## config.mk

```make
export PLATFORM = sky130hd
export DESIGN_NAME = cache_front_top
export DESIGN_NICKNAME = d
export VERILOG_FILES = /design/src/design/bus_pkg.sv /design/src/design/cache_pkg.sv /design/src/design/mem_bus_if.sv /design/src/design/proc_port_router.sv /design/src/design/cache_ctrl.sv /design/src/design/mem_arbiter.sv /design/src/design/cache_front_top.sv
export SDC_FILE = /design/constraint.sdc
export NUM_CORES = 1
export LEC_CHECK = 0
export BUFFER_PORTS_ARGS = -buffer_cell sky130_fd_sc_hd__buf_2
export CORE_MARGIN = 2
export CORE_UTILIZATION = 42
export CTS_BUF_LIST = sky130_fd_sc_hd__clkbuf_8 sky130_fd_sc_hd__clkbuf_16
export CTS_CLUSTER_DIAMETER = 80
export DETAILED_ROUTE_END_ITERATION = 16
export PLACE_DENSITY = 0.7
export SLEW_MARGIN = 25
export SYNTH_ARGS = -nofsm -noshare
export SYNTH_HDL_FRONTEND = slang
export SYNTH_SLANG_ARGS = --single-unit
```

## constraint.sdc

```tcl
create_clock -name clk -period 3.65 [get_ports clk]
set_input_delay 0.365 -clock clk [delete_from_list [all_inputs] [get_ports clk]]
set_output_delay 0.365 -clock clk [all_outputs]
set_load 0.005 [all_outputs]
```

## src/design/bus_pkg.sv

```systemverilog
`default_nettype none

package bus_pkg;

    // default geometry of the processor and memory ports
    parameter int ADDR_WIDTH_DEF = 16;  // byte address
    parameter int DATA_WIDTH_DEF = 32;

    // which master currently holds the external memory port
    typedef enum logic [0:0]
    {
        OWNER_BYPASS = 1'b0,
        OWNER_CACHE  = 1'b1
    } owner_t;

    // which path owns the outstanding processor request
    typedef enum logic [0:0]
    {
        PATH_BYPASS = 1'b0,
        PATH_CACHE  = 1'b1
    } path_t;

endpackage

`default_nettype wire

```

## src/design/cache_pkg.sv

```systemverilog
`default_nettype none

package cache_pkg;

    parameter int INDEX_BITS_DEF = 4;  // 16 lines

    // miss handling walks WB_* only for a dirty victim
    typedef enum logic [2:0]
    {
        IDLE      = 3'd0,
        LOOKUP    = 3'd1,
        WB_REQ    = 3'd2,
        WB_WAIT   = 3'd3,
        FILL_REQ  = 3'd4,
        FILL_WAIT = 3'd5,
        RESPOND   = 3'd6
    } ctrl_state_t;

endpackage

`default_nettype wire

```

## src/design/mem_bus_if.sv

```systemverilog
`timescale 1ns/10ps
`default_nettype none

interface mem_bus_if #(
    parameter int ADDR_WIDTH = bus_pkg::ADDR_WIDTH_DEF,
    parameter int DATA_WIDTH = bus_pkg::DATA_WIDTH_DEF
);

    logic                    req;
    logic                    gnt;
    logic                    rvalid;
    logic [ADDR_WIDTH-1:0]   addr;
    logic                    we;
    logic [DATA_WIDTH/8-1:0] be;
    logic [DATA_WIDTH-1:0]   wdata;
    logic [DATA_WIDTH-1:0]   rdata;

    modport master (
        output req, addr, we, be, wdata,
        input  gnt, rvalid, rdata
    );

    modport slave (
        input  req, addr, we, be, wdata,
        output gnt, rvalid, rdata
    );

endinterface

`default_nettype wire

```

## src/design/proc_port_router.sv

```systemverilog
`timescale 1ns/10ps
`default_nettype none

module proc_port_router #(
    parameter int ADDR_WIDTH = 16,
    parameter int DATA_WIDTH = 32
) (
    input  logic                    clk,
    input  logic                    rst_n,
    input  logic                    capture_en_i,

    input  logic                    proc_req_i,
    input  logic [ADDR_WIDTH-1:0]   proc_addr_i,
    input  logic                    proc_we_i,
    input  logic [DATA_WIDTH/8-1:0] proc_be_i,
    input  logic [DATA_WIDTH-1:0]   proc_wdata_i,
    output logic                    proc_gnt_o,
    output logic                    proc_rvalid_o,
    output logic [DATA_WIDTH-1:0]   proc_rdata_o,

    mem_bus_if.master               byp_bus,
    mem_bus_if.master               cache_bus
);

    bus_pkg::path_t path_q;
    bus_pkg::path_t path_sel;
    logic           busy_q;     // request seen, waiting for rvalid
    logic           granted_q;  // request transferred, waiting for rvalid
    logic           fwd_req;

    // mode is only looked at while no request is in flight
    always_comb
    begin
        if (busy_q)
            path_sel = path_q;
        else if (capture_en_i)
            path_sel = bus_pkg::PATH_BYPASS;
        else
            path_sel = bus_pkg::PATH_CACHE;
    end

    assign fwd_req = proc_req_i && !granted_q;

    assign byp_bus.req   = fwd_req && (path_sel == bus_pkg::PATH_BYPASS);
    assign byp_bus.addr  = proc_addr_i;
    assign byp_bus.we    = proc_we_i;
    assign byp_bus.be    = proc_be_i;
    assign byp_bus.wdata = proc_wdata_i;

    assign cache_bus.req   = fwd_req && (path_sel == bus_pkg::PATH_CACHE);
    assign cache_bus.addr  = proc_addr_i;
    assign cache_bus.we    = proc_we_i;
    assign cache_bus.be    = proc_be_i;
    assign cache_bus.wdata = proc_wdata_i;

    always_comb
    begin
        if (path_sel == bus_pkg::PATH_BYPASS)
        begin
            proc_gnt_o    = byp_bus.gnt;
            proc_rvalid_o = byp_bus.rvalid;
            proc_rdata_o  = byp_bus.rdata;
        end
        else
        begin
            proc_gnt_o    = cache_bus.gnt;
            proc_rvalid_o = cache_bus.rvalid;
            proc_rdata_o  = cache_bus.rdata;
        end
    end

    always_ff @(posedge clk)
    begin
        if (!rst_n)
        begin
            busy_q    <= 1'b0;
            granted_q <= 1'b0;
            path_q    <= bus_pkg::PATH_BYPASS;
        end
        else if (proc_rvalid_o)
        begin
            busy_q    <= 1'b0;
            granted_q <= 1'b0;
        end
        else
        begin
            if (fwd_req && !busy_q)
            begin
                busy_q <= 1'b1;
                path_q <= path_sel;  // lock the path for this request
            end
            if (proc_gnt_o)
                granted_q <= 1'b1;
        end
    end

endmodule

`default_nettype wire

```

## src/design/cache_ctrl.sv

```systemverilog
`timescale 1ns/10ps
`default_nettype none

module cache_ctrl #(
    parameter int ADDR_WIDTH = 16,
    parameter int DATA_WIDTH = 32,
    parameter int INDEX_BITS = 4
) (
    input  logic      clk,
    input  logic      rst_n,
    mem_bus_if.slave  cache_bus,
    mem_bus_if.master fill_bus
);

    localparam int BE_W     = DATA_WIDTH / 8;
    localparam int OFF_BITS = $clog2(BE_W);
    localparam int TAG_BITS = ADDR_WIDTH - OFF_BITS - INDEX_BITS;
    localparam int LINES    = 2 ** INDEX_BITS;

    cache_pkg::ctrl_state_t state_q;

    logic [TAG_BITS-1:0]   tag_mem  [LINES];
    logic [DATA_WIDTH-1:0] data_mem [LINES];
    logic [LINES-1:0]      valid_q;
    logic [LINES-1:0]      dirty_q;
    logic [DATA_WIDTH-1:0] rdata_q;

    logic [ADDR_WIDTH-1:0] word_addr;
    logic [INDEX_BITS-1:0] idx;
    logic [TAG_BITS-1:0]   tag;
    logic                  hit;
    logic [ADDR_WIDTH-1:0] wb_addr;
    logic [ADDR_WIDTH-1:0] refill_addr;

    // request fields are held by the router until gnt
    assign word_addr = cache_bus.addr >> OFF_BITS;
    assign idx       = word_addr[INDEX_BITS-1:0];
    assign tag       = word_addr[INDEX_BITS +: TAG_BITS];
    assign hit       = valid_q[idx] && (tag_mem[idx] == tag);

    assign wb_addr     = ADDR_WIDTH'({tag_mem[idx], idx}) << OFF_BITS;  // victim line
    assign refill_addr = ADDR_WIDTH'({tag, idx}) << OFF_BITS;

    assign cache_bus.gnt    = (state_q == cache_pkg::LOOKUP) && hit;
    assign cache_bus.rvalid = (state_q == cache_pkg::RESPOND);
    assign cache_bus.rdata  = rdata_q;

    assign fill_bus.req   = (state_q == cache_pkg::WB_REQ) || (state_q == cache_pkg::FILL_REQ);
    assign fill_bus.we    = (state_q == cache_pkg::WB_REQ);
    assign fill_bus.addr  = (state_q == cache_pkg::WB_REQ) ? wb_addr : refill_addr;
    assign fill_bus.be    = '1;  // whole word on write-back
    assign fill_bus.wdata = data_mem[idx];

    always_ff @(posedge clk)
    begin
        if (!rst_n)
        begin
            state_q <= cache_pkg::IDLE;
            valid_q <= '0;
            dirty_q <= '0;
        end
        else
        begin
            case (state_q)
                cache_pkg::IDLE:
                begin
                    if (cache_bus.req)
                        state_q <= cache_pkg::LOOKUP;
                end
                cache_pkg::LOOKUP:
                begin
                    if (hit)
                    begin
                        state_q <= cache_pkg::RESPOND;
                        if (cache_bus.we)
                            dirty_q[idx] <= 1'b1;
                    end
                    else if (valid_q[idx] && dirty_q[idx])
                        state_q <= cache_pkg::WB_REQ;
                    else
                        state_q <= cache_pkg::FILL_REQ;
                end
                cache_pkg::WB_REQ:
                begin
                    if (fill_bus.gnt)
                        state_q <= cache_pkg::WB_WAIT;
                end
                cache_pkg::WB_WAIT:
                begin
                    if (fill_bus.rvalid)
                        state_q <= cache_pkg::FILL_REQ;
                end
                cache_pkg::FILL_REQ:
                begin
                    if (fill_bus.gnt)
                        state_q <= cache_pkg::FILL_WAIT;
                end
                cache_pkg::FILL_WAIT:
                begin
                    if (fill_bus.rvalid)
                    begin
                        valid_q[idx] <= 1'b1;
                        dirty_q[idx] <= 1'b0;
                        state_q      <= cache_pkg::LOOKUP;  // retried as a hit
                    end
                end
                cache_pkg::RESPOND:
                    state_q <= cache_pkg::IDLE;
                default:
                    state_q <= cache_pkg::IDLE;
            endcase
        end
    end

    always_ff @(posedge clk)
    begin
        if ((state_q == cache_pkg::FILL_WAIT) && fill_bus.rvalid)
        begin
            tag_mem[idx]  <= tag;
            data_mem[idx] <= fill_bus.rdata;
        end
        else if (cache_bus.gnt && cache_bus.we)
        begin
            for (int b = 0; b < BE_W; b++)
            begin
                if (cache_bus.be[b])
                    data_mem[idx][8*b +: 8] <= cache_bus.wdata[8*b +: 8];
            end
        end
        if (cache_bus.gnt)
            rdata_q <= data_mem[idx];  // old word on a write
    end

    // lookup and miss handling index with the live request fields
    a_req_held: assert property (@(posedge clk) disable iff (!rst_n)
        cache_bus.req && !cache_bus.gnt |=> cache_bus.req && $stable(cache_bus.addr)
            && $stable(cache_bus.we));

    a_fill_rvalid_waited: assert property (@(posedge clk) disable iff (!rst_n)
        fill_bus.rvalid |-> (state_q == cache_pkg::WB_WAIT) || (state_q == cache_pkg::FILL_WAIT));

endmodule

`default_nettype wire

```

## src/design/mem_arbiter.sv

```systemverilog
`timescale 1ns/10ps
`default_nettype none

module mem_arbiter #(
    parameter int ADDR_WIDTH = 16,
    parameter int DATA_WIDTH = 32
) (
    input  logic                    clk,
    input  logic                    rst_n,
    mem_bus_if.slave                byp_bus,
    mem_bus_if.slave                fill_bus,

    input  logic                    mem_gnt_i,
    input  logic                    mem_rvalid_i,
    input  logic [DATA_WIDTH-1:0]   mem_rdata_i,
    output logic                    mem_req_o,
    output logic [ADDR_WIDTH-1:0]   mem_addr_o,
    output logic                    mem_we_o,
    output logic [DATA_WIDTH/8-1:0] mem_be_o,
    output logic [DATA_WIDTH-1:0]   mem_wdata_o
);

    bus_pkg::owner_t owner_q;
    bus_pkg::owner_t cur;
    logic            owned_q;

    // bypass wins a tie; a held owner keeps the port until its rvalid
    always_comb
    begin
        if (owned_q)
            cur = owner_q;
        else if (byp_bus.req)
            cur = bus_pkg::OWNER_BYPASS;
        else
            cur = bus_pkg::OWNER_CACHE;
    end

    always_comb
    begin
        if (cur == bus_pkg::OWNER_BYPASS)
        begin
            mem_req_o   = byp_bus.req;
            mem_addr_o  = byp_bus.addr;
            mem_we_o    = byp_bus.we;
            mem_be_o    = byp_bus.be;
            mem_wdata_o = byp_bus.wdata;
        end
        else
        begin
            mem_req_o   = fill_bus.req;
            mem_addr_o  = fill_bus.addr;
            mem_we_o    = fill_bus.we;
            mem_be_o    = fill_bus.be;
            mem_wdata_o = fill_bus.wdata;
        end
    end

    assign byp_bus.gnt  = mem_gnt_i && mem_req_o && (cur == bus_pkg::OWNER_BYPASS);
    assign fill_bus.gnt = mem_gnt_i && mem_req_o && (cur == bus_pkg::OWNER_CACHE);

    assign byp_bus.rvalid  = mem_rvalid_i && owned_q && (owner_q == bus_pkg::OWNER_BYPASS);
    assign fill_bus.rvalid = mem_rvalid_i && owned_q && (owner_q == bus_pkg::OWNER_CACHE);
    assign byp_bus.rdata   = mem_rdata_i;
    assign fill_bus.rdata  = mem_rdata_i;

    always_ff @(posedge clk)
    begin
        if (!rst_n)
        begin
            owned_q <= 1'b0;
            owner_q <= bus_pkg::OWNER_BYPASS;
        end
        else if (owned_q)
        begin
            if (mem_rvalid_i)
                owned_q <= 1'b0;
        end
        else if (mem_req_o)
        begin
            owned_q <= 1'b1;  // lock at first req so addr stays put under back-pressure
            owner_q <= cur;
        end
    end

    // a stalled request stays on the port unchanged
    a_req_held: assert property (@(posedge clk) disable iff (!rst_n)
        mem_req_o && !mem_gnt_i |=> mem_req_o && $stable(mem_addr_o) && $stable(mem_we_o));

    a_rvalid_owned: assert property (@(posedge clk) disable iff (!rst_n)
        mem_rvalid_i |-> owned_q);

endmodule

`default_nettype wire

```

## src/design/cache_front_top.sv

```systemverilog
`timescale 1ns/10ps
`default_nettype none

module cache_front_top #(
    parameter int ADDR_WIDTH = bus_pkg::ADDR_WIDTH_DEF,
    parameter int DATA_WIDTH = bus_pkg::DATA_WIDTH_DEF,
    parameter int INDEX_BITS = cache_pkg::INDEX_BITS_DEF
) (
    input  logic                    clk,
    input  logic                    rst_n,
    input  logic                    capture_en_i,

    input  logic                    proc_req_i,
    input  logic [ADDR_WIDTH-1:0]   proc_addr_i,
    input  logic                    proc_we_i,
    input  logic [DATA_WIDTH/8-1:0] proc_be_i,
    input  logic [DATA_WIDTH-1:0]   proc_wdata_i,
    output logic                    proc_gnt_o,
    output logic                    proc_rvalid_o,
    output logic [DATA_WIDTH-1:0]   proc_rdata_o,

    input  logic                    mem_gnt_i,
    input  logic                    mem_rvalid_i,
    input  logic [DATA_WIDTH-1:0]   mem_rdata_i,
    output logic                    mem_req_o,
    output logic [ADDR_WIDTH-1:0]   mem_addr_o,
    output logic                    mem_we_o,
    output logic [DATA_WIDTH/8-1:0] mem_be_o,
    output logic [DATA_WIDTH-1:0]   mem_wdata_o
);

    mem_bus_if #(.ADDR_WIDTH(ADDR_WIDTH), .DATA_WIDTH(DATA_WIDTH)) byp_bus ();
    mem_bus_if #(.ADDR_WIDTH(ADDR_WIDTH), .DATA_WIDTH(DATA_WIDTH)) cache_bus ();
    mem_bus_if #(.ADDR_WIDTH(ADDR_WIDTH), .DATA_WIDTH(DATA_WIDTH)) fill_bus ();

    proc_port_router #(
        .ADDR_WIDTH (ADDR_WIDTH),
        .DATA_WIDTH (DATA_WIDTH)
    ) u_router (
        .clk           (clk),
        .rst_n         (rst_n),
        .capture_en_i  (capture_en_i),
        .proc_req_i    (proc_req_i),
        .proc_addr_i   (proc_addr_i),
        .proc_we_i     (proc_we_i),
        .proc_be_i     (proc_be_i),
        .proc_wdata_i  (proc_wdata_i),
        .proc_gnt_o    (proc_gnt_o),
        .proc_rvalid_o (proc_rvalid_o),
        .proc_rdata_o  (proc_rdata_o),
        .byp_bus       (byp_bus.master),
        .cache_bus     (cache_bus.master)
    );

    cache_ctrl #(
        .ADDR_WIDTH (ADDR_WIDTH),
        .DATA_WIDTH (DATA_WIDTH),
        .INDEX_BITS (INDEX_BITS)
    ) u_cache (
        .clk       (clk),
        .rst_n     (rst_n),
        .cache_bus (cache_bus.slave),
        .fill_bus  (fill_bus.master)
    );

    mem_arbiter #(
        .ADDR_WIDTH (ADDR_WIDTH),
        .DATA_WIDTH (DATA_WIDTH)
    ) u_arbiter (
        .clk          (clk),
        .rst_n        (rst_n),
        .byp_bus      (byp_bus.slave),
        .fill_bus     (fill_bus.slave),
        .mem_gnt_i    (mem_gnt_i),
        .mem_rvalid_i (mem_rvalid_i),
        .mem_rdata_i  (mem_rdata_i),
        .mem_req_o    (mem_req_o),
        .mem_addr_o   (mem_addr_o),
        .mem_we_o     (mem_we_o),
        .mem_be_o     (mem_be_o),
        .mem_wdata_o  (mem_wdata_o)
    );

endmodule

`default_nettype wire

```

==> out/results.ini <==
[setup_path]
criticalPathCategory=reg2out
crit_required_ns=3.28
crit_arrival_ns=3.18
end_kind=output pin
worstPathMaxFanout=6
cp-start-kind=flop

[flow_run]
drv_cap=0

[place]
place_congestion=0.814
dp_hpwl_mm=46.5
numPortBuffers=178

[routing]
drtIter0Drc=1628
via_per_inst=5.72
vias=16733
drcViolationCount=0
antenna_left=0
wl_per_cell_um=24.9
drt_wl_total_mm=72.7
firstDrtPassIters=7

[power]
p_per_area_nw_per_um2=510
power_leakage_nw=12.3
ir_worst_vdd_v=0.000321

[floorplanning]
fp-row-count=99
ios=179
fp.dieW_um=275
die_h_um=275
core_area_um2=72800
initial_core_util_pct=42.4
dieArea_um2=75700

[logic_synthesis]
synth.distinct_cells=59
postSynthAreaPerCell_um2=19.3
synth_ff_type=edfxtp_1
synth_top_family_by_area=multiplexers
yosysSeqAreaShare_pct=71.0
synth_nets=1693
synth_xor_area_share_pct=0.369
yosys.area_share.adder_pct=0
yosys_warnings=0
synth_seq_cells=744
syn-instance-count=1602
synth_mux_area_share_pct=19.6
async_reset_ff_share_pct=0
synth_edf_count=704
syn_area_um2=30900
synth_compound_gate_area_share_pct=3.94
synth-simple-area-share_pct=2.81

[global_route]
grt_pass1_wl_mm=108
grt_max_degree=101
grt_usage_pct=19.2
grt_pass1_vias=16769
grt_antenna_before_repair=2
overflow=0

[sta]
period_needed_ns=3.55
period_share_pct=97.2
worstMarginPinSlew_ns=0.964
hold_viol_final=0
clock.fmax_ghz=0.282
clock_skew_ns=0.0380
hold_ws_ns=0.0699
rsz0062_at_grt=true
drv_slew=0
setup_viol=0
fin_setup_tns_ns=0
slew_headroom_pct=35.7

[clocking]
cts_max_level=3
clock-root-buffer=clkbuf_16
ctsLongestPathBuffers=3
cts.sinks=744
path_clk_slew_ns=0.06
numCtsBuffers=77
clk_latency_ns=0.64
cts_tree=yes
hold_buffers=0

[layout]
drive_gt1_share_pct=39.2
seqCellArea_um2=21900
nets=1991
syn2layout_area_growth_pct=17.5
multi_input_area_um2=8310
fill_cells=5854
final_util_pct=49.9

[outcome]
status=finished, final reports clean

[worst_hold_path]
hold_path_class=in2reg

## metal layers
layer / GRT usage (%) / up-vias / share of wire [%]
met5: 0 / - / 0
met4: 6.81 / 0 / 2.7
met3: 3.60 / 123 / 7.0
met2: 30.9 / 670 / 49
met1: 26.4 / 8745 / 41
li1: - / 7195 / -
## cell usage in the layout (no fill, tap or decap), types with 18 or more instances in the layout
cell type / instances
inv_1: 36
mux2i_1: 51
mux2_2: 98
edfxtp_1: 704
buf_4: 143
o21ai_0: 32
mux4_2: 187
nand2_1: 36
buf_2: 173
a21oi_1: 88
clkbuf_16: 79
nor2_1: 33
o211ai_1: 18
dfxtp_1: 40
## stage by stage
step           worst slack (ns)  cell area [um^2]  power (mW)  instances
2_1_floorplan            0.0788             30900        10.3       1602
3_3_place_gp            -0.0347             33700        10.8       2780
3_5_place_dp            -0.0613             33700        10.8       2780
4_1_cts                  0.0258             36300        18.7       2924
5_1_grt                 -0.0177             36300        19.1       2924
6_report                  0.102             36300        18.5       2925
## cells in the mapped netlist, types with 2 or more instances
| master | instances | share of area (%) |
|---|---|---|
| edfxtp_1 | 704 | 68 |
| a31oi_1 | 4 | 0.081 |
| a21boi_0 | 2 | 0.049 |
| mux4_2 | 187 | 14 |
| buf_4 | 7 | 0.17 |
| o21ai_0 | 32 | 0.52 |
| xor2_1 | 5 | 0.14 |
| nand2b_1 | 7 | 0.14 |
| o31ai_1 | 2 | 0.049 |
| buf_12 | 3 | 0.19 |
| or2_2 | 6 | 0.12 |
| mux2_4 | 14 | 0.68 |
| mux2i_1 | 53 | 1.7 |
| nand4b_1 | 2 | 0.057 |
| a221oi_1 | 2 | 0.057 |
| nand2_1 | 38 | 0.46 |
| dfxtp_1 | 40 | 2.6 |
| o22ai_1 | 4 | 0.081 |
| o211ai_1 | 18 | 0.44 |
| buf_6 | 13 | 0.47 |
| buf_2 | 15 | 0.24 |
| and2_1 | 2 | 0.040 |
| inv_1 | 25 | 0.30 |
| nor3b_1 | 3 | 0.073 |
| xnor2_1 | 8 | 0.23 |
| buf_1 | 15 | 0.18 |
| or3_1 | 2 | 0.040 |
| a2111oi_0 | 2 | 0.057 |
| nand3_1 | 13 | 0.21 |
| nor2b_1 | 14 | 0.28 |
| o21a_1 | 17 | 0.41 |
| a211oi_1 | 2 | 0.049 |
| a21oi_1 | 88 | 1.4 |
| clkbuf_1 | 56 | 0.68 |
| a22o_1 | 5 | 0.14 |
| a22oi_1 | 11 | 0.27 |
| nor2_1 | 34 | 0.41 |
| nor3_1 | 8 | 0.13 |
| mux2_2 | 98 | 3.6 |
| nand4_1 | 17 | 0.34 |
| nand4_4 | 4 | 0.28 |
| and3_1 | 3 | 0.061 |
## cells by family after synthesis
family	count (synthesis)
xor gates and xnor gates	13
DFF	744
muxes	352
and+or+nand+nor	159
AOI/OAI and AO/OA	199
buffers and inverters	135
## repair_timing
item | CTS | global route
buffers inserted | 0 | 0
gates resized for setup | 4 | 6
endpoints found under the setup margin | 1 | 7
pin swaps | 1 | 1
## where the power goes
group | internal, mW | switching, mW | total (mW)
Sequential | 9.35 | 0.0132 | 9.36
Clock | 4.58 | 3.33 | 7.91
Combinational | 0.565 | 0.693 | 1.26
## sequential cells by signal, indices dropped and copies added (netlist names), named ones only
register / cells
u_arbiter.owned_q: 1
u_arbiter.owner_q: 1
u_cache.cache_bus.rdata: 32
u_cache.data_mem: 512
u_cache.state_q: 3
u_cache.tag_mem: 160
u_cache.valid_q: 16
u_router.busy_q: 1
u_router.granted_q: 1
u_router.path_q: 1
## layout make-up
class	instances	area share [%]
tap	959	3.30
timing repair buffer	328	5.99
multi-input combinational	723	22.9
antenna	1	0.00689
clock buffer	87	5.75
clock inverter	57	1.37
inverter	26	0.269
sequential	744	60.4
## worst paths after layout
path                               startpoint                                end  slack [ns]  cells after the start
max           u_cache.tag_mem[1][6]$_DFFE_PP_                         proc_gnt_o        0.10                     10
min                                proc_req_i    u_router.granted_q$_SDFFE_PP0P_        0.07                      3
max reg2reg   u_cache.tag_mem[1][6]$_DFFE_PP_  u_cache.data_mem[6][10]$_DFFE_PP_        0.37                     11
min reg2reg  u_cache.valid_q[11]$_SDFFE_PN0P_   u_cache.valid_q[11]$_SDFFE_PN0P_        0.46                      1
## worst max-delay path, stage by stage, from the launching register on
cell and delay (ns):
edfxtp_1 0.36, mux2_2 0.27, o22ai_1 0.23, nor3_1 0.07, or3b_1 0.43, a2111oi_2 0.35
and4b_1 0.30, buf_12 0.17, nand2_2 0.10, o22ai_2 0.14, buf_2 0.14
Note: power is estimated with default switching activity, not from simulation.
